`src/hdl/ebus_defs.svh`:
```
`ifndef EBUS_DEFS_SVH
`define EBUS_DEFS_SVH

// EBUS data word width, numbered 0 (MSB) to 35 (LSB)
`define EBUS_WIDTH 36

// Units that can place data on the EBUS
`define NUM_DRIVERS 3

// Device codes compared against cs
`define DEV_APR 3'd0
`define DEV_PI 3'd1
`define DEV_MTR 3'd2

// CONO word control bits
`define CONO_CLR 22
`define CONO_SET 23

// The PI assignment field occupies three bits starting here
`define PIA_LSB 33

`endif

```
`src/hdl/ebusPkg.sv`:
```
`default_nettype none

`include "ebus_defs.svh"

package ebusPkg;

  // Bit 0 is the most significant bit, following PDP-10 numbering
  typedef logic [0:`EBUS_WIDTH-1] ebusWord_t;

  // The four EBUS transfer kinds issued by the EBOX
  typedef enum logic [1:0] {
    FUNC_CONO  = 2'd0,
    FUNC_CONI  = 2'd1,
    FUNC_DATAO = 2'd2,
    FUNC_DATAI = 2'd3
  } ebusFunc_t;

  // Interrupt level, 1 is the highest priority and 0 means no request
  typedef logic [2:0] piLevel_t;

endpackage

`default_nettype wire

```
`src/hdl/ebusMux.sv`:
```
`default_nettype none

`include "ebus_defs.svh"

module ebusMux (
  input  logic               clk,
  input  logic               rst,
  input  logic               drivingApr,
  input  logic               drivingPi,
  input  logic               drivingMtr,
  input  ebusPkg::ebusWord_t dataApr,
  input  ebusPkg::ebusWord_t dataPi,
  input  ebusPkg::ebusWord_t dataMtr,
  output ebusPkg::ebusWord_t ebusData,
  output logic               readValid,
  output logic               conflict
);

  logic [`NUM_DRIVERS-1:0] drivers;

  assign drivers = {drivingApr, drivingPi, drivingMtr};

  // Fixed priority, APR wins over PI and PI over the meter
  always_comb begin
    if (drivingApr) begin
      ebusData = dataApr;
    end else if (drivingPi) begin
      ebusData = dataPi;
    end else if (drivingMtr) begin
      ebusData = dataMtr;
    end else begin
      ebusData = '0;
    end
  end

  assign readValid = |drivers;

  // More than one bit set means two units answered the same cycle
  assign conflict = (drivers & (drivers - 1'b1)) != '0;

  // Units decode distinct device codes, so their responses must never overlap
  assert property (@(posedge clk) disable iff (rst) $onehot0(drivers))
    else $error("EBUS driver contention, drivers = %b", drivers);

endmodule

`default_nettype wire

```
`src/hdl/aprUnit.sv`:
```
`default_nettype none

`include "ebus_defs.svh"

module aprUnit (
  input  logic               clk,
  input  logic               rst,
  input  logic               demand,
  input  logic [2:0]         cs,
  input  ebusPkg::ebusFunc_t func,
  input  ebusPkg::ebusWord_t dataIn,
  output logic               driving,
  output ebusPkg::ebusWord_t dataOut,
  output ebusPkg::piLevel_t  aprReq
);

  import ebusPkg::*;

  logic       selected;
  logic [0:7] flags;
  logic [0:7] flagMask;
  logic [0:7] clrMask;
  logic [0:7] setMask;
  piLevel_t   pia;
  ebusWord_t  breakAddr;
  ebusWord_t  coniWord;

  assign selected = demand && (cs == `DEV_APR);

  // Flags live in bits 24 to 31 of both the CONO and CONI words
  assign flagMask = dataIn[24:31];
  assign clrMask  = dataIn[`CONO_CLR] ? flagMask : 8'h00;
  assign setMask  = dataIn[`CONO_SET] ? flagMask : 8'h00;

  always_comb begin
    coniWord = '0;
    coniWord[24:31] = flags;
    coniWord[`PIA_LSB +: 3] = pia;
  end

  always_ff @(posedge clk) begin
    if (rst) begin
      flags     <= '0;
      pia       <= '0;
      breakAddr <= '0;
      driving   <= 1'b0;
      dataOut   <= '0;
      aprReq    <= '0;
    end else begin
      driving <= 1'b0;
      // Any raised flag requests an interrupt on the assigned level
      aprReq  <= (|flags) ? pia : '0;
      if (selected) begin
        case (func)
          FUNC_CONO: begin
            // Clear is applied before set, so a word with both bits sets the flags
            flags <= (flags & ~clrMask) | setMask;
            pia   <= dataIn[`PIA_LSB +: 3];
          end
          FUNC_CONI: begin
            driving <= 1'b1;
            dataOut <= coniWord;
          end
          FUNC_DATAO: begin
            breakAddr <= dataIn;
          end
          FUNC_DATAI: begin
            driving <= 1'b1;
            dataOut <= breakAddr;
          end
          default: begin
            driving <= 1'b0;
          end
        endcase
      end
    end
  end

  // Demand is a one-cycle strobe, so a read answers for a single cycle
  assert property (@(posedge clk) disable iff (rst) driving |=> !driving)
    else $error("APR drove the EBUS for two cycles in a row");

endmodule

`default_nettype wire

```
`src/hdl/piUnit.sv`:
```
`default_nettype none

`include "ebus_defs.svh"

module piUnit (
  input  logic               clk,
  input  logic               rst,
  input  logic               demand,
  input  logic [2:0]         cs,
  input  ebusPkg::ebusFunc_t func,
  input  ebusPkg::ebusWord_t dataIn,
  input  ebusPkg::piLevel_t  aprReq,
  input  ebusPkg::piLevel_t  mtrReq,
  output logic               driving,
  output ebusPkg::ebusWord_t dataOut,
  output ebusPkg::piLevel_t  piLevel
);

  import ebusPkg::*;

  localparam int SysOnBit  = 24;
  localparam int SysOffBit = 25;

  logic       selected;
  logic [1:7] enables;
  logic [1:7] enablesNext;
  logic [1:7] requests;
  logic [1:7] active;
  logic       sysOn;
  logic       sysOnNext;
  ebusWord_t  coniWord;

  // One-hot request bit for a level where level 0 sets no bit
  function automatic logic [1:7] levelBit(input piLevel_t lvl);
    logic [1:7] bits;
    bits = '0;
    if (lvl != 3'd0) begin
      bits[lvl] = 1'b1;
    end
    return bits;
  endfunction

  // Scanning down from 7 leaves the lowest active level as the result
  function automatic piLevel_t encodeLevel(input logic [1:7] act);
    piLevel_t lvl;
    lvl = '0;
    for (int i = 7; i >= 1; i--) begin
      if (act[i]) begin
        lvl = piLevel_t'(i);
      end
    end
    return lvl;
  endfunction

  assign selected = demand && (cs == `DEV_PI);
  assign requests = levelBit(aprReq) | levelBit(mtrReq);

  // The next enable state lets a CONO reach piLevel on the same edge it is applied
  always_comb begin
    enablesNext = enables;
    sysOnNext   = sysOn;
    if (selected && func == FUNC_CONO) begin
      if (dataIn[`CONO_CLR]) begin
        enablesNext = enablesNext & ~dataIn[29:35];
      end
      if (dataIn[`CONO_SET]) begin
        enablesNext = enablesNext | dataIn[29:35];
      end
      if (dataIn[SysOffBit]) begin
        sysOnNext = 1'b0;
      end
      if (dataIn[SysOnBit]) begin
        sysOnNext = 1'b1;
      end
    end
  end

  assign active = requests & enablesNext & {7{sysOnNext}};

  always_comb begin
    coniWord = '0;
    coniWord[11:17] = requests;
    coniWord[28] = sysOn;
    coniWord[29:35] = enables;
  end

  always_ff @(posedge clk) begin
    if (rst) begin
      enables <= '0;
      sysOn   <= 1'b0;
      piLevel <= '0;
      driving <= 1'b0;
      dataOut <= '0;
    end else begin
      enables <= enablesNext;
      sysOn   <= sysOnNext;
      piLevel <= encodeLevel(active);
      driving <= selected && (func == FUNC_CONI || func == FUNC_DATAI);
      if (selected && func == FUNC_CONI) begin
        dataOut <= coniWord;
      end else if (selected && func == FUNC_DATAI) begin
        // DATAI has no data register behind it but the bus still sees a response
        dataOut <= '0;
      end
    end
  end

endmodule

`default_nettype wire

```
`src/hdl/mtrUnit.sv`:
```
`default_nettype none

`include "ebus_defs.svh"

module mtrUnit (
  input  logic               clk,
  input  logic               rst,
  input  logic               demand,
  input  logic [2:0]         cs,
  input  ebusPkg::ebusFunc_t func,
  input  ebusPkg::ebusWord_t dataIn,
  output logic               driving,
  output ebusPkg::ebusWord_t dataOut,
  output ebusPkg::piLevel_t  mtrReq
);

  import ebusPkg::*;

  localparam int EnableBit  = 30;
  localparam int ClrDoneBit = 31;
  localparam int DoneBit    = 32;

  logic        selected;
  logic [15:0] period;
  logic [15:0] counter;
  logic        enable;
  logic        done;
  piLevel_t    pia;
  ebusWord_t   coniWord;
  ebusWord_t   dataiWord;

  assign selected = demand && (cs == `DEV_MTR);

  always_comb begin
    coniWord = '0;
    coniWord[EnableBit] = enable;
    coniWord[DoneBit] = done;
    coniWord[`PIA_LSB +: 3] = pia;
  end

  // Counter is right-justified in the same field the period is loaded from
  always_comb begin
    dataiWord = '0;
    dataiWord[20:35] = counter;
  end

  always_ff @(posedge clk) begin
    if (rst) begin
      period  <= '0;
      counter <= '0;
      enable  <= 1'b0;
      done    <= 1'b0;
      pia     <= '0;
      driving <= 1'b0;
      dataOut <= '0;
      mtrReq  <= '0;
    end else begin
      driving <= 1'b0;
      mtrReq  <= done ? pia : '0;
      // The interval is period + 1 cycles since the count includes zero
      if (enable) begin
        if (counter == period) begin
          counter <= '0;
          done    <= 1'b1;
        end else begin
          counter <= counter + 16'd1;
        end
      end
      if (selected) begin
        case (func)
          FUNC_CONO: begin
            enable <= dataIn[EnableBit];
            pia    <= dataIn[`PIA_LSB +: 3];
            // Placed after the count so a clear wins over a wrap on the same edge
            if (dataIn[ClrDoneBit]) begin
              done <= 1'b0;
            end
          end
          FUNC_CONI: begin
            driving <= 1'b1;
            dataOut <= coniWord;
          end
          FUNC_DATAO: begin
            period <= dataIn[20:35];
          end
          FUNC_DATAI: begin
            driving <= 1'b1;
            dataOut <= dataiWord;
          end
          default: begin
            driving <= 1'b0;
          end
        endcase
      end
    end
  end

  // A shorter period loaded while the meter runs would let the count pass it
  assert property (@(posedge clk) disable iff (rst) enable |-> counter <= period)
    else $error("Meter count passed the period while the meter was running");

endmodule

`default_nettype wire

```
`src/hdl/ebusTop.sv`:
```
`default_nettype none

module ebusTop (
  input  logic               clk,
  input  logic               rst,
  input  logic               demand,
  input  logic [2:0]         cs,
  input  ebusPkg::ebusFunc_t func,
  input  ebusPkg::ebusWord_t dataIn,
  output ebusPkg::ebusWord_t ebusData,
  output logic               readValid,
  output logic               conflict,
  output ebusPkg::piLevel_t  piLevel
);

  import ebusPkg::*;

  // Each unit presents a driving level and a word, the mux picks one
  logic      drivingApr;
  logic      drivingPi;
  logic      drivingMtr;
  ebusWord_t dataApr;
  ebusWord_t dataPi;
  ebusWord_t dataMtr;

  // Interrupt requests from the requesting units into PI
  piLevel_t  aprReq;
  piLevel_t  mtrReq;

  aprUnit apr0 (
    .clk(clk), .rst(rst), .demand(demand), .cs(cs), .func(func), .dataIn(dataIn),
    .driving(drivingApr), .dataOut(dataApr), .aprReq(aprReq)
  );

  piUnit pi0 (
    .clk(clk), .rst(rst), .demand(demand), .cs(cs), .func(func), .dataIn(dataIn),
    .aprReq(aprReq), .mtrReq(mtrReq),
    .driving(drivingPi), .dataOut(dataPi), .piLevel(piLevel)
  );

  mtrUnit mtr0 (
    .clk(clk), .rst(rst), .demand(demand), .cs(cs), .func(func), .dataIn(dataIn),
    .driving(drivingMtr), .dataOut(dataMtr), .mtrReq(mtrReq)
  );

  ebusMux mux0 (
    .clk(clk),
    .rst(rst),
    .drivingApr(drivingApr),
    .drivingPi(drivingPi),
    .drivingMtr(drivingMtr),
    .dataApr(dataApr),
    .dataPi(dataPi),
    .dataMtr(dataMtr),
    .ebusData(ebusData),
    .readValid(readValid),
    .conflict(conflict)
  );

endmodule

`default_nettype wire

```
`config.mk`:
```
export PLATFORM = sky130hd
export DESIGN_NAME = ebusTop
export DESIGN_NICKNAME = d
export VERILOG_FILES = /design/src/hdl/ebusPkg.sv /design/src/hdl/ebusMux.sv /design/src/hdl/aprUnit.sv /design/src/hdl/piUnit.sv /design/src/hdl/mtrUnit.sv /design/src/hdl/ebusTop.sv
export VERILOG_INCLUDE_DIRS = /design/src /design/src/hdl
export SDC_FILE = /design/constraint.sdc
export NUM_CORES = 1
export LEC_CHECK = 0
export BUFFER_PORTS_ARGS = -buffer_cell sky130_fd_sc_hd__clkbuf_2
export CAP_MARGIN = 40
export CORE_UTILIZATION = 40
export DETAILED_ROUTE_END_ITERATION = 12
export GPL_TIMING_DRIVEN = 0
export PLACE_DENSITY_LB_ADDON = 0.05
export SYNTH_ARGS = -nofsm -noshare
export SYNTH_HDL_FRONTEND = slang
export SYNTH_SLANG_ARGS = --single-unit
```
`constraint.sdc`:
```
create_clock -name clk -period 1.9 [get_ports clk]
set_input_delay 0.38 -clock clk [delete_from_list [all_inputs] [get_ports clk]]
set_output_delay 0.38 -clock clk [all_outputs]
set_load 0.03 [all_outputs]
```
-- After elaboration in Yosys (flattened, before gate mapping)
Cells that the tools add are included.
- bitwise gates (word level): 16
- equal/unequal tests: 6
- multiplexer cells: 36
- reductions and logical operators: 32
- order comparisons: 4
- add/sub/neg operators: 2
- operators by type and width (cell ; number):
    36-bit one-hot mux with 2 select lines ; 2
    36-bit two-way mux ; 3
    25-bit two-way mux ; 2
    7-bit two-way mux ; 6
    7-bit AND ; 3
    16-bit by 1-bit adder with 16-bit output (second input constant) ; 1
    16-bit == test ; 1
    16-bit two-way mux ; 1
    8-bit two-way mux ; 2
    7-bit OR ; 2
    1-bit two-way mux ; 12
    3-bit two-way mux ; 4
    2-bit AND reduction ; 6
    2-bit OR reduction ; 6
    1-bit logical AND ; 9
    3-bit nonzero test ; 3
    8-bit AND ; 1
    4-bit greater-or-equal comparator (second input constant) ; 2
    4-bit by 1-bit < comparator with 1-bit output (second input constant) ; 2
    3-bit NOT with 4-bit output ; 2
    8-bit NOT ; 1
    8-bit OR ; 1
    8-bit OR reduction ; 1
    7-bit NOT ; 1
    other kinds (15) ; 22
- flip-flop bits (word level): 191
- output and inout port bits: 41
- bits of input ports: 44

-- Longest topological paths before layout
Gate-level depths: netlist of run 1.
- depth after elaboration: 16
- depth in mapped cells: 9
- mapped depth without buffers: 7

-- Hierarchy
From an unflattened synthesis of run 1, not the netlist that was laid out.
- cells, all modules: 945
- area, all modules: 8603.3 um^2
- by module, submodules not included (module ; instances ; cells an instance ; area each (um^2)):
    aprUnit ; 1 ; 319 ; 3308.2
    mtrUnit ; 1 ; 281 ; 2791.4
    piUnit ; 1 ; 179 ; 1467.7
    ebusMux ; 1 ; 166 ; 1036.0

-- Worst setup path before layout of run 1
No wires, ideal clock.
- path type: flip-flop to output port
- from: register pi0.driving
- to: output port ebusData[0]
- stages on the path, launching flop included: 5
- data arrival time: 1574 ps
- setup slack: -54 ps
- buffers on the path: 2
- cells stage by stage: dfxtp_1 clkbuf_1 clkbuf_1 a21oi_1 o21ai_0
- cells in the longest elaborated chain, start to end: 2
- RTL lines (item ; line ; source):
    start: declaration ; piUnit.sv:14 ; output logic driving,
    start signal: assignment ; piUnit.sv:98 ; driving <= selected && (func == FUNC_CONI || func == FUNC_DATAI);
    36-bit two-way mux ; ebusMux.sv:27 ; end else if (drivingPi) begin
    36-bit two-way mux ; ebusMux.sv:25 ; if (drivingApr) begin
    end: declaration ; ebusTop.sv:10 ; output ebusPkg::ebusWord_t ebusData,
No other way between the ends.

-- Worst setup path after layout of run 1
- from: register mtr0.driving
- to: output port readValid
- cells in the longest elaborated chain, start to end: 1
- RTL lines (item ; line ; source):
    start: declaration ; mtrUnit.sv:12 ; output logic driving,
    start signal: assignment ; mtrUnit.sv:54 ; driving <= 1'b0;
    start signal: assignment ; mtrUnit.sv:58 ; driving <= 1'b0;
    start signal: assignment ; mtrUnit.sv:80 ; driving <= 1'b1;
    3-bit OR reduction ; ebusMux.sv:36 ; assign readValid = |drivers;
    end: declaration ; ebusTop.sv:11 ; output logic readValid,
No other way between the ends.

==> impl_metrics.xml, run 1 <==
<?xml version="1.0" encoding="UTF-8"?>
<metrics>
  <group name="run_status">
    <metric name="outcome" unit="">finished, final reports clean</metric>
  </group>
  <group name="floorplanning">
    <metric name="die_footprint" unit="mm^2">0.0186</metric>
    <metric name="chipHeight" unit="um">136</metric>
    <metric name="placement_rows" unit="">48</metric>
    <metric name="die_x" unit="um">136</metric>
    <metric name="floorplan.initialDensity" unit="%">41.3</metric>
    <metric name="core" unit="mm^2">0.0175</metric>
    <metric name="top_level_ports" unit="">85</metric>
  </group>
  <group name="sta">
    <metric name="max_freq" unit="MHz">533</metric>
    <metric name="finalSetupTns" unit="ns">0</metric>
    <metric name="postLayoutSetupSlackWorst" unit="ns">0.0233</metric>
    <metric name="report.final.setup_viol" unit="">0</metric>
    <metric name="worst_max_slew_margin_expressed_relative_to_the_limit" unit="%">51.0</metric>
    <metric name="post-route-min-period" unit="ns">1.88</metric>
    <metric name="grt_setup_unrepaired" unit="">yes</metric>
    <metric name="skew" unit="ns">0.00623</metric>
    <metric name="whs" unit="ns">0.164</metric>
    <metric name="min_period_over_period" unit="%">98.8</metric>
    <metric name="timing_worst_slew_pin_value" unit="ns">0.735</metric>
    <metric name="final_hold_viol_count" unit="">0</metric>
    <metric name="slew_viol_final" unit="">0</metric>
  </group>
  <group name="yosys">
    <metric name="mappedNetlistArea" unit="mm^2">0.00721</metric>
    <metric name="yosys-top-cells-count" unit="">sky130_fd_sc_hd__nand2_1 (189), sky130_fd_sc_hd__dfxtp_1 (171), sky130_fd_sc_hd__nor2_1 (109)</metric>
    <metric name="edff_count_synth" unit="">0</metric>
    <metric name="synth.net_count" unit="">955</metric>
    <metric name="synth_sequential_area_ratio" unit="%">47.5</metric>
    <metric name="synth_area_leaders" unit="">sky130_fd_sc_hd__dfxtp_1 (47%), sky130_fd_sc_hd__nand2_1 (9.8%), sky130_fd_sc_hd__a21oi_1 (6.6%)</metric>
    <metric name="synthDominantAreaCellType" unit="">sky130_fd_sc_hd__dfxtp_1</metric>
    <metric name="postSynth.topFlopCell" unit="">sky130_fd_sc_hd__dfxtp_1</metric>
    <metric name="asyncSetResetFlopFracSynth" unit="%">0</metric>
    <metric name="yosys_register_bits" unit="">171</metric>
    <metric name="post-synth-top-area-fraction" unit="%">47.5</metric>
    <metric name="syn-instance-count" unit="">910</metric>
    <metric name="yosys.cell_count.top_type" unit="">sky130_fd_sc_hd__nand2_1</metric>
    <metric name="synth.avg_cell_area" unit="um^2">7.93</metric>
    <metric name="ys_warn_count" unit="">0</metric>
    <metric name="netlist-cell-type-count" unit="">44</metric>
  </group>
  <group name="critical_path">
    <metric name="worst_r2r_startpoint" unit="">mtr0.enable$_SDFFE_PP0P_</metric>
    <metric name="cp-startpoint" unit="">mtr0.driving$_SDFF_PP0_</metric>
    <metric name="worst_path_required_time" unit="ns">1.52</metric>
    <metric name="crit_path_end_kind" unit="">output pin</metric>
    <metric name="critical_path.startpoint_type" unit="">flip-flop</metric>
    <metric name="timing.critical_path.arrival" unit="ns">1.50</metric>
    <metric name="path_max_fanout" unit="">5</metric>
    <metric name="setup.worst_path.class" unit="">reg2out</metric>
  </group>
  <group name="power">
    <metric name="power_per_cell_area" unit="mW/mm^2">860</metric>
    <metric name="ir_drop" unit="uV">611</metric>
    <metric name="static_power_due_to_leakage" unit="nW">3.17</metric>
    <metric name="finalPower" unit="mW">7.67</metric>
  </group>
  <group name="min_path">
    <metric name="holdCritPathClass" unit="">in2reg</metric>
    <metric name="worstHoldStart" unit="">dataIn[30]</metric>
  </group>
  <group name="cts">
    <metric name="cts_max_level" unit="">4</metric>
    <metric name="clk-insertion-delay-late" unit="ns">0.43</metric>
    <metric name="cts_tree" unit="">done</metric>
    <metric name="cts_buffer_depth" unit="">2</metric>
    <metric name="clkTransAtPathRegs" unit="ns">0.07</metric>
    <metric name="cts.root.buffer_cell" unit="">sky130_fd_sc_hd__clkbuf_16</metric>
    <metric name="tritoncts_num_sinks" unit="">171</metric>
    <metric name="cts_made_buffers" unit="">17</metric>
  </group>
  <group name="final_layout">
    <metric name="area_of_all_placed_cells_without_fillers" unit="mm^2">0.00891</metric>
    <metric name="final.fill_count" unit="">1730</metric>
    <metric name="layout-drive-gt1-share" unit="%">18.2</metric>
    <metric name="n_antenna_cell" unit="">0</metric>
    <metric name="flow.area_growth_from_synthesis" unit="%">23.6</metric>
    <metric name="layout_net_count" unit="">1061</metric>
  </group>
  <group name="routing">
    <metric name="detailroute.via_count" unit="">6759</metric>
    <metric name="initialDrtViolationCount" unit="">528</metric>
    <metric name="pre_repair_dr_iteration_count" unit="">4</metric>
    <metric name="drc" unit="">0</metric>
    <metric name="postRouteAntennaNets" unit="">0</metric>
    <metric name="routed_wl" unit="um">22900</metric>
    <metric name="viasPerCell" unit="">5.39</metric>
    <metric name="detail_route.wl_per_cell" unit="um">18.2</metric>
  </group>
  <group name="global_route">
    <metric name="grt_antenna_before_repair" unit="">0</metric>
    <metric name="grt_pass1_wl" unit="um">35100</metric>
    <metric name="via_count_of_the_first_global_routing_pass" unit="">6232</metric>
    <metric name="globalRoute.totalOverflow" unit="">0</metric>
    <metric name="grt.total_usage" unit="%">25.5</metric>
    <metric name="grt_max_degree" unit="">17</metric>
  </group>
  <group name="placed_design">
    <metric name="dp_worst_setup_slack" unit="ns">-0.541</metric>
    <metric name="post-dp-hpwl" unit="um">16800</metric>
    <metric name="port_buffers" unit="">83</metric>
    <metric name="placed_area" unit="mm^2">0.00792</metric>
    <metric name="gp_congestion" unit="">0.880</metric>
  </group>
  <group name="flow_run">
    <metric name="max_cap_viol_count" unit="">0</metric>
  </group>
</metrics>
==> worst max-delay path: stages (launching register included) <==
cell and delay [ns]:
sky130_fd_sc_hd__dfxtp_4 0.36, sky130_fd_sc_hd__buf_8 0.13, sky130_fd_sc_hd__buf_6 0.11, sky130_fd_sc_hd__or3_4 0.33
sky130_fd_sc_hd__buf_8 0.14
==> power breakdown <==
group	switching, mW	internal (mW)	total (mW)
clock network	1.44	2.27	3.71
registers	0.0177	3.60	3.62
logic	0.243	0.0947	0.338
total	1.71	5.96	7.67
==> cells in the final DEF, fill, tap and decap left out, types with 4 or more instances in the layout <==
cell                        synthesis  layout
sky130_fd_sc_hd__nand2_1          189     182
sky130_fd_sc_hd__dfxtp_1          171     165
sky130_fd_sc_hd__nor2_1           109     104
sky130_fd_sc_hd__a21oi_1           95      92
sky130_fd_sc_hd__clkbuf_2           2      67
sky130_fd_sc_hd__nand3_1           50      50
sky130_fd_sc_hd__a22oi_1           44      44
sky130_fd_sc_hd__clkbuf_1          56      43
sky130_fd_sc_hd__and2_1            23      23
sky130_fd_sc_hd__buf_4              1      23
sky130_fd_sc_hd__xnor2_1           20      20
sky130_fd_sc_hd__o21ai_1            0      18
sky130_fd_sc_hd__clkbuf_16          0      18
sky130_fd_sc_hd__a311oi_1          17      17
sky130_fd_sc_hd__buf_2             13      13
sky130_fd_sc_hd__nor3b_1           11      11
sky130_fd_sc_hd__xor2_1            11      11
sky130_fd_sc_hd__nand4_1            9       9
sky130_fd_sc_hd__nor3_1             8       8
sky130_fd_sc_hd__nor2b_1            6       6
sky130_fd_sc_hd__nand2_2            0       6
sky130_fd_sc_hd__buf_6              0       6
sky130_fd_sc_hd__and3_1             5       5
sky130_fd_sc_hd__nand2b_1           5       5
sky130_fd_sc_hd__clkbuf_8           0       5
sky130_fd_sc_hd__o21ai_2            0       5
sky130_fd_sc_hd__bufinv_16          0       4
==> area by class of cell <==
class | instances | area [um^2] | area share [%]
clock buffers | 21 | 460 | 5.16
repair buffers | 91 | 557 | 6.25
flip-flops and latches | 171 | 3440 | 38.6
clock inverters | 11 | 168 | 1.88
multi-input cells | 664 | 3630 | 40.8
plain buffers | 68 | 364 | 4.08
inverters | 3 | 11.3 | 0.126
well taps | 225 | 282 | 3.16
==> cell families (layout without fill, tap and decap cells) <==
group,after synthesis,count (layout),synth area share (%)
AOI/OAI and AO/OA,200,200,17.4
xor gates and xnor gates,31,31,3.76
adders and majority gates,2,2,0.312
buffers and inverters,75,194,4.22
DFF,171,171,47.5
muxes,1,1,0.139
and+or+nand+nor,430,430,26.7
==> metal layers <==
metal / wire length (um) / vias up / track usage, %
li1: - / 3329 / -
met1: 11400 / 3183 / 38.1
met2: 9660 / 226 / 36.4
met3: 1510 / 21 / 4.62
met4: 353 / 0 / 8.70
met5: 0 / - / 0
==> registers in the layout, indices dropped and copies added (netlist names), 3 cells and up <==
| register | cells |
|---|---|
| pi0.dataOut | 15 |
| mtr0.dataOut | 16 |
| apr0.pia | 3 |
| apr0.dataOut | 36 |
| mtr0.pia | 3 |
| mtr0.counter | 16 |
| pi0.piLevel | 3 |
| apr0.flags | 8 |
| mtr0.mtrReq | 3 |
| apr0.breakAddr | 36 |
| mtr0.period | 16 |
| apr0.aprReq | 3 |
| pi0.enables | 7 |
==> per-stage QoR <==
step / util [%] / instances
after global routing: 51.0 / 1254
after detailed placement: 45.3 / 1219
after global placement: 45.3 / 1218
after CTS: 50.2 / 1254
after floorplan: - / 910
final: 51.0 / 1254
==> worst paths after layout <==
path	end	slack [ns]	depth (start not counted)
worst max-delay path	readValid	0.02	4
worst min-delay path	apr0.breakAddr[30]$_SDFFE_PP0P_	0.16	3
worst max register to register	mtr0.counter[14]$_SDFFE_PP0P_	0.14	7
worst min register to register	apr0.breakAddr[7]$_SDFFE_PP0P_	0.46	2
==> what timing repair did <==
action	in CTS	in global routing
setup buffers	4	1
hold buffers	0	0
pin swaps	5	10
setup endpoints to repair	74	108
cloned	2	0
gates resized for setup	63	76
(Power assumes the default switching activity.)
==> inputs of run 2 (changes only) <==
PLACE_DENSITY = 0.56   (was unset)
PLACE_DENSITY_LB_ADDON = unset   (was 0.05)
==> impl_metrics.xml, run 2 (same netlist as run 1, synthesis figures left out) <==
<?xml version="1.0" encoding="UTF-8"?>
<metrics>
  <group name="sta">
    <metric name="final_hold_viol_count" unit="">0</metric>
    <metric name="whs" unit="ns">0.162</metric>
    <metric name="worst_max_slew_margin_expressed_relative_to_the_limit" unit="%">45.1</metric>
    <metric name="max_freq" unit="MHz">521</metric>
    <metric name="min_period_over_period" unit="%">101</metric>
    <metric name="timing_worst_slew_pin_value" unit="ns">0.824</metric>
    <metric name="slew_viol_final" unit="">0</metric>
    <metric name="finalSetupTns" unit="ns">-0.0183</metric>
    <metric name="skew" unit="ns">0.00766</metric>
    <metric name="postLayoutSetupSlackWorst" unit="ns">-0.0183</metric>
    <metric name="report.final.setup_viol" unit="">1</metric>
    <metric name="post-route-min-period" unit="ns">1.92</metric>
    <metric name="grt_setup_unrepaired" unit="">yes</metric>
  </group>
  <group name="global_route">
    <metric name="globalRoute.totalOverflow" unit="">0</metric>
    <metric name="grt_max_degree" unit="">17</metric>
    <metric name="grt.total_usage" unit="%">25.6</metric>
    <metric name="via_count_of_the_first_global_routing_pass" unit="">6237</metric>
    <metric name="grt_pass1_wl" unit="um">35200</metric>
    <metric name="grt_antenna_before_repair" unit="">0</metric>
  </group>
  <group name="final_layout">
    <metric name="layout-drive-gt1-share" unit="%">18.3</metric>
    <metric name="flow.area_growth_from_synthesis" unit="%">22.7</metric>
    <metric name="area_of_all_placed_cells_without_fillers" unit="mm^2">0.00885</metric>
    <metric name="reg.largest.list" unit="">apr0.breakAddr: 36 flops, apr0.dataOut: 36 flops</metric>
    <metric name="n_antenna_cell" unit="">0</metric>
    <metric name="final.fill_count" unit="">1753</metric>
    <metric name="layout.cells.most_common" unit="">sky130_fd_sc_hd__nand2_1</metric>
    <metric name="postLayoutCoreUtil" unit="%">50.6</metric>
    <metric name="layout_net_count" unit="">1057</metric>
    <metric name="most-common-layout-cells" unit="">sky130_fd_sc_hd__nand2_1 (182), sky130_fd_sc_hd__dfxtp_1 (164), sky130_fd_sc_hd__nor2_1 (106), sky130_fd_sc_hd__a21oi_1 (92), sky130_fd_sc_hd__clkbuf_2 (65)</metric>
  </group>
  <group name="cts">
    <metric name="tritoncts_num_sinks" unit="">171</metric>
    <metric name="cts_max_level" unit="">4</metric>
    <metric name="clkTransAtPathRegs" unit="ns">0.07</metric>
    <metric name="cts_tree" unit="">done</metric>
    <metric name="postCtsHoldBufs" unit="">0</metric>
    <metric name="cts_made_buffers" unit="">17</metric>
    <metric name="cts.root.buffer_cell" unit="">sky130_fd_sc_hd__clkbuf_16</metric>
    <metric name="clk-insertion-delay-late" unit="ns">0.43</metric>
    <metric name="cts_buffer_depth" unit="">2</metric>
  </group>
  <group name="routing">
    <metric name="wire_length_the_detailed_router_placed_on_met1" unit="um">10900</metric>
    <metric name="detail_route.wl_per_cell" unit="um">18.4</metric>
    <metric name="routed_wl" unit="um">22900</metric>
    <metric name="drc" unit="">0</metric>
    <metric name="initialDrtViolationCount" unit="">609</metric>
    <metric name="met3RoutedLength" unit="um">1740</metric>
    <metric name="pre_repair_dr_iteration_count" unit="">5</metric>
    <metric name="detailroute.via_count" unit="">6726</metric>
    <metric name="viasPerCell" unit="">5.38</metric>
    <metric name="routed.top_layer" unit="">met4</metric>
    <metric name="postRouteAntennaNets" unit="">0</metric>
    <metric name="wl_met2" unit="um">10100</metric>
  </group>
  <group name="placed_design">
    <metric name="post-dp-hpwl" unit="um">16700</metric>
    <metric name="gp_congestion" unit="">0.839</metric>
    <metric name="port_buffers" unit="">83</metric>
    <metric name="placed_area" unit="mm^2">0.00791</metric>
  </group>
  <group name="critical_path">
    <metric name="cp_delay_by_family_top" unit="">flip-flops</metric>
    <metric name="timing.critical_path.arrival" unit="ns">1.54</metric>
    <metric name="worst_path_required_time" unit="ns">1.52</metric>
    <metric name="cp_num_buf_inv" unit="">2</metric>
    <metric name="critical_path.cell_chain" unit="">clkbuf_2, nor2_2, a21oi_2, o21ai_2, clkbuf_8</metric>
    <metric name="path_max_fanout" unit="">6</metric>
    <metric name="worstRegToRegCells" unit="">7</metric>
    <metric name="crit_path_end_kind" unit="">output pin</metric>
    <metric name="cp-startpoint" unit="">pi0.driving$_SDFF_PP0_</metric>
    <metric name="worst_r2r_startpoint" unit="">mtr0.enable$_SDFFE_PP0P_</metric>
    <metric name="setup.worst_path.class" unit="">reg2out</metric>
    <metric name="reg2reg_to" unit="">mtr0.counter[14]$_SDFFE_PP0P_</metric>
    <metric name="crit_cells" unit="">5</metric>
    <metric name="critical_path.startpoint_type" unit="">flip-flop</metric>
    <metric name="worst_setup_path_endpoint" unit="">ebusData[3]</metric>
    <metric name="max_stage_delay" unit="ns">0.41</metric>
    <metric name="regToRegSetupSlack" unit="ns">0.15</metric>
    <metric name="cp_slowest_cell" unit="">sky130_fd_sc_hd__dfxtp_4</metric>
  </group>
  <group name="power">
    <metric name="static_power_due_to_leakage" unit="nW">3.15</metric>
    <metric name="power_per_cell_area" unit="mW/mm^2">825</metric>
    <metric name="finalPower" unit="mW">7.30</metric>
    <metric name="ir_drop" unit="uV">626</metric>
  </group>
  <group name="floorplanning">
    <metric name="die_footprint" unit="mm^2">0.0186</metric>
    <metric name="die_x" unit="um">136</metric>
    <metric name="chipHeight" unit="um">136</metric>
    <metric name="floorplan.initialDensity" unit="%">41.3</metric>
    <metric name="core" unit="mm^2">0.0175</metric>
    <metric name="placement_rows" unit="">48</metric>
    <metric name="top_level_ports" unit="">85</metric>
  </group>
  <group name="run_status">
    <metric name="outcome" unit="">complete, but fails checks</metric>
    <metric name="failing_checks" unit="">setup timing</metric>
  </group>
  <group name="min_path">
    <metric name="worstHoldStart" unit="">dataIn[29]</metric>
    <metric name="holdCritPathClass" unit="">in2reg</metric>
  </group>
  <group name="flow_run">
    <metric name="max_cap_viol_count" unit="">0</metric>
  </group>
</metrics>
run 2: cell count changes in the layout (fill, tap and decap cells not counted), sizes merged:
cell and delta:
bufinv -3, clkinvlp +2, buf -6, clkbuf -1, inv +4
run 2: stage by stage:
stage / worst slack (ns) / instances
2_1_floorplan: 0.00310 / 910
3_3_place_gp: -0.490 / 1218
3_5_place_dp: -0.470 / 1218
4_1_cts: -0.0441 / 1249
5_1_grt: -0.0654 / 1250
6_report: -0.0183 / 1250
run 2: area by class of cell:
| type | count | area, um^2 | share of cell area [%] |
|---|---|---|---|
| clock inverters | 14 | 120 | 1.36 |
| inverters | 3 | 11.3 | 0.127 |
| clock buffers | 18 | 429 | 4.85 |
| plain buffers | 66 | 372 | 4.20 |
| well taps | 225 | 282 | 3.18 |
| multi-input cells | 664 | 3630 | 41.1 |
| repair buffers | 89 | 561 | 6.33 |
| flip-flops and latches | 171 | 3440 | 38.9 |
run 2: timing repair:
item / 4_1_cts / 5_1_grt
pin swaps: 6 / 8
setup buffers: 1 / 2
resized for setup: 80 / 61
gates cloned: 2 / 1
endpoints found under the setup margin: 74 / 103
run 2: per-layer routing:
metal  GRT usage (%)  up-vias
met1            37.5     3151
met2            37.9      230
met5               0        -
li1                -     3326
met4            5.25        0
met3            6.04       19
run 2: worst min-delay path by stage:
stage	cells past startpoint	slack, ns	endpoint
after floorplan	2	0.44	apr0.breakAddr[0]$_SDFFE_PP0P_
after global placement	2	0.44	apr0.breakAddr[2]$_SDFFE_PP0P_
after detailed placement	2	0.45	apr0.breakAddr[2]$_SDFFE_PP0P_
after CTS	3	0.16	apr0.breakAddr[33]$_SDFFE_PP0P_
after global routing	3	0.16	apr0.breakAddr[19]$_SDFFE_PP0P_
final	3	0.16	apr0.breakAddr[29]$_SDFFE_PP0P_
run 2: worst min-delay path, stage by stage:
cell	delay (ns)
sky130_fd_sc_hd__clkbuf_2	0.08
sky130_fd_sc_hd__nand2_1	0.04
sky130_fd_sc_hd__a21oi_1	0.05
run 2: where the power goes:
| group | internal, mW | switching [mW] | leakage, nW |
|---|---|---|---|
| clock network | 1.81 | 1.53 | 0.263 |
| logic | 0.0938 | 0.257 | 1.50 |
| registers | 3.60 | 0.0134 | 1.38 |
==> inputs of run 3 (changes only) <==
REMOVE_ABC_BUFFERS = 1   (was unset)
SYNTH_HIERARCHICAL = 1   (was unset)
==> impl_metrics.xml, run 3 <==
<?xml version="1.0" encoding="UTF-8"?>
<metrics>
  <group name="routing">
    <metric name="postRouteAntennaNets" unit="">0</metric>
    <metric name="viasPerCell" unit="">5.24</metric>
    <metric name="initialDrtViolationCount" unit="">429</metric>
    <metric name="detail_route.wl_per_cell" unit="um">17.3</metric>
    <metric name="routed_wl" unit="um">22200</metric>
    <metric name="detailroute.via_count" unit="">6709</metric>
    <metric name="drc" unit="">0</metric>
    <metric name="pre_repair_dr_iteration_count" unit="">5</metric>
  </group>
  <group name="yosys">
    <metric name="edff_count_synth" unit="">0</metric>
    <metric name="netlist-cell-type-count" unit="">63</metric>
    <metric name="ys_warn_count" unit="">6</metric>
    <metric name="yosys.cell_count.top_type" unit="">sky130_fd_sc_hd__dfxtp_1</metric>
    <metric name="synth_sequential_area_ratio" unit="%">39.8</metric>
    <metric name="postSynth.topFlopCell" unit="">sky130_fd_sc_hd__dfxtp_1</metric>
    <metric name="synthDominantAreaCellType" unit="">sky130_fd_sc_hd__dfxtp_1</metric>
    <metric name="yosys_register_bits" unit="">171</metric>
    <metric name="synth.avg_cell_area" unit="um^2">9.10</metric>
    <metric name="mappedNetlistArea" unit="mm^2">0.00860</metric>
    <metric name="syn-instance-count" unit="">945</metric>
    <metric name="post-synth-top-area-fraction" unit="%">39.8</metric>
    <metric name="synth_area_leaders" unit="">sky130_fd_sc_hd__dfxtp_1 (40%), sky130_fd_sc_hd__mux2i_1 (8.3%), sky130_fd_sc_hd__a21oi_1 (6.4%)</metric>
    <metric name="asyncSetResetFlopFracSynth" unit="%">0</metric>
    <metric name="yosys-top-cells-count" unit="">sky130_fd_sc_hd__dfxtp_1 (171), sky130_fd_sc_hd__a21oi_1 (110), sky130_fd_sc_hd__nand2_1 (102)</metric>
  </group>
  <group name="placed_design">
    <metric name="placed_area" unit="mm^2">0.00901</metric>
    <metric name="port_buffers" unit="">84</metric>
    <metric name="post-dp-hpwl" unit="um">14100</metric>
    <metric name="gp_congestion" unit="">0.768</metric>
  </group>
  <group name="critical_path">
    <metric name="worst_path_required_time" unit="ns">1.52</metric>
    <metric name="critical_path.startpoint_type" unit="">flip-flop</metric>
    <metric name="crit_path_end_kind" unit="">output pin</metric>
    <metric name="timing.critical_path.arrival" unit="ns">1.55</metric>
    <metric name="path_max_fanout" unit="">16</metric>
    <metric name="setup.worst_path.class" unit="">reg2out</metric>
  </group>
  <group name="cts">
    <metric name="cts_made_buffers" unit="">17</metric>
    <metric name="clkTransAtPathRegs" unit="ns">0.07</metric>
    <metric name="clk-insertion-delay-late" unit="ns">0.43</metric>
    <metric name="cts_max_level" unit="">4</metric>
    <metric name="cts_buffer_depth" unit="">2</metric>
    <metric name="tritoncts_num_sinks" unit="">171</metric>
    <metric name="postCtsHoldBufs" unit="">0</metric>
    <metric name="cts_tree" unit="">done</metric>
    <metric name="cts.root.buffer_cell" unit="">sky130_fd_sc_hd__clkbuf_16</metric>
  </group>
  <group name="flow_run">
    <metric name="max_cap_viol_count" unit="">0</metric>
  </group>
  <group name="sta">
    <metric name="report.final.setup_viol" unit="">7</metric>
    <metric name="min_period_over_period" unit="%">102</metric>
    <metric name="timing_worst_slew_pin_value" unit="ns">0.627</metric>
    <metric name="post-route-min-period" unit="ns">1.93</metric>
    <metric name="skew" unit="ns">0.0101</metric>
    <metric name="final_hold_viol_count" unit="">0</metric>
    <metric name="max_freq" unit="MHz">518</metric>
    <metric name="postLayoutSetupSlackWorst" unit="ns">-0.0307</metric>
    <metric name="slew_viol_final" unit="">0</metric>
    <metric name="grt_setup_unrepaired" unit="">yes</metric>
    <metric name="worst_max_slew_margin_expressed_relative_to_the_limit" unit="%">58.0</metric>
  </group>
  <group name="power">
    <metric name="ir_drop" unit="uV">607</metric>
    <metric name="finalPower" unit="mW">7.88</metric>
    <metric name="static_power_due_to_leakage" unit="nW">3.90</metric>
    <metric name="power_per_cell_area" unit="mW/mm^2">781</metric>
  </group>
  <group name="floorplanning">
    <metric name="floorplan.initialDensity" unit="%">40.9</metric>
    <metric name="top_level_ports" unit="">85</metric>
    <metric name="die_x" unit="um">149</metric>
    <metric name="chipHeight" unit="um">149</metric>
    <metric name="core" unit="mm^2">0.0210</metric>
    <metric name="placement_rows" unit="">53</metric>
    <metric name="die_footprint" unit="mm^2">0.0221</metric>
  </group>
  <group name="global_route">
    <metric name="grt.total_usage" unit="%">20.6</metric>
    <metric name="grt_max_degree" unit="">57</metric>
    <metric name="grt_antenna_before_repair" unit="">1</metric>
    <metric name="grt_pass1_wl" unit="um">35200</metric>
    <metric name="via_count_of_the_first_global_routing_pass" unit="">6318</metric>
    <metric name="globalRoute.totalOverflow" unit="">0</metric>
  </group>
  <group name="final_layout">
    <metric name="flow.area_growth_from_synthesis" unit="%">17.3</metric>
    <metric name="reg.largest.list" unit="">apr0/breakAddr: 36 flops, apr0/dataOut: 36 flops</metric>
    <metric name="layout.cells.most_common" unit="">sky130_fd_sc_hd__dfxtp_1</metric>
    <metric name="most-common-layout-cells" unit="">sky130_fd_sc_hd__dfxtp_1 (168), sky130_fd_sc_hd__nand2_1 (101), sky130_fd_sc_hd__a21oi_1 (100), sky130_fd_sc_hd__mux2i_1 (71), sky130_fd_sc_hd__nor2_1 (60)</metric>
    <metric name="layout_net_count" unit="">1037</metric>
    <metric name="area_of_all_placed_cells_without_fillers" unit="mm^2">0.0101</metric>
    <metric name="layout-drive-gt1-share" unit="%">19.1</metric>
    <metric name="postLayoutCoreUtil" unit="%">48.0</metric>
  </group>
  <group name="run_status">
    <metric name="failing_checks" unit="">setup timing</metric>
    <metric name="outcome" unit="">complete, but fails checks</metric>
  </group>
  <group name="min_path">
    <metric name="holdCritPathClass" unit="">in2reg</metric>
  </group>
</metrics>
## run 3: changes by cell type in the layout (fill, tap and decap cells not counted), moves of 16 or more
cell                       delta
sky130_fd_sc_hd__nand2_1     -81
sky130_fd_sc_hd__mux2i_1     +70
sky130_fd_sc_hd__nor2_1      -46
sky130_fd_sc_hd__conb_1      +41
sky130_fd_sc_hd__nand3_1     -40
sky130_fd_sc_hd__clkbuf_1    -39
sky130_fd_sc_hd__nand3b_1    +38
sky130_fd_sc_hd__a22oi_1     -32
sky130_fd_sc_hd__nor2b_1     +31
sky130_fd_sc_hd__a22o_1      +25
sky130_fd_sc_hd__clkbuf_2    -22
sky130_fd_sc_hd__a211oi_1    +17
sky130_fd_sc_hd__buf_4       +16
## run 3: logic make-up after synthesis
| kind of cell | Yosys count | share of synthesized area, % |
|---|---|---|
| buffers and inverters | 128 | 9.88 |
| and+or+nand+nor | 328 | 21.7 |
| xor gates and xnor gates | 31 | 3.16 |
| other | 2 | 0.0873 |
| adders and majority gates | 2 | 0.276 |
| muxes | 71 | 8.26 |
| DFF | 171 | 39.8 |
| AOI/OAI and AO/OA | 212 | 16.9 |
## run 3: cell type report
class | instances | area [um^2]
inverters | 7 | 28.8
multi-input cells | 685 | 4560
diodes | 1 | 2.50
clock inverters | 13 | 198
flip-flops and latches | 171 | 3430
repair buffers | 110 | 1080
fillers | 2011 | 10900
clock buffers | 19 | 433
well taps | 275 | 344
## run 3: critical path: stages (launching register included)
cell and delay [ns]:
sky130_fd_sc_hd__dfxtp_4 0.49, sky130_fd_sc_hd__buf_12 0.19, sky130_fd_sc_hd__a21oi_1 0.06, sky130_fd_sc_hd__a21oi_2 0.20
sky130_fd_sc_hd__clkbuf_8 0.19
## run 3: report_power, final
part           internal [mW]  switching [mW]
sequential              3.60          0.0143
clock                   2.33            1.46
combinational          0.165           0.319
## run 3: per-stage QoR
| step | instances | hold WS (ns) | setup TNS (ns) | worst slack [ns] |
|---|---|---|---|---|
| finish | 1281 | 0.176 | -0.148 | -0.0307 |
| global route | 1281 | 0.171 | -1.70 | -0.0926 |
| CTS | 1278 | 0.165 | -0.616 | -0.0587 |
| detailed placement | 1236 | 0.448 | -52.81 | -0.899 |
| global placement | 1222 | 0.441 | -305.60 | -3.03 |
| floorplan | 863 | 0.426 | -61.66 | -0.960 |
## run 3: path summary, 6_finish.rpt
kind / from / end / slack (ns) / depth (start not counted)
worst max-delay path: apr0/driving$_SDFF_PP0_ / ebusData[11] / -0.03 / 4
worst min-delay path: dataIn[26] / apr0/breakAddr[26]$_SDFFE_PP0P_ / 0.18 / 3
worst max register to register: mtr0/counter[3]$_SDFFE_PP0P_ / mtr0/counter[6]$_SDFFE_PP0P_ / 0.11 / 5
worst min register to register: pi0/dataOut[24]$_SDFFE_PP0P_ / pi0/dataOut[24]$_SDFFE_PP0P_ / 0.45 / 2
## run 3: metal layers
layer  vias to the layer above  share of wire (%)  track usage (%)  routed length, um
li1                       3371                  -                -                  -
met1                      3172                 49             29.3              10900
met2                       149                 45             32.2              10000
met3                        17                4.4             3.74                971
met4                         0                1.1             4.12                242
met5                         -                  0                0                  0
## run 3: repair_timing
action | CTS | global route
endpoints found under the hold margin | 0 | 0
endpoints found under the setup margin | 84 | 57
gates resized for setup | 57 | 56
cloned | 4 | 0
setup buffers | 6 | 2
pin swaps | 7 | 5
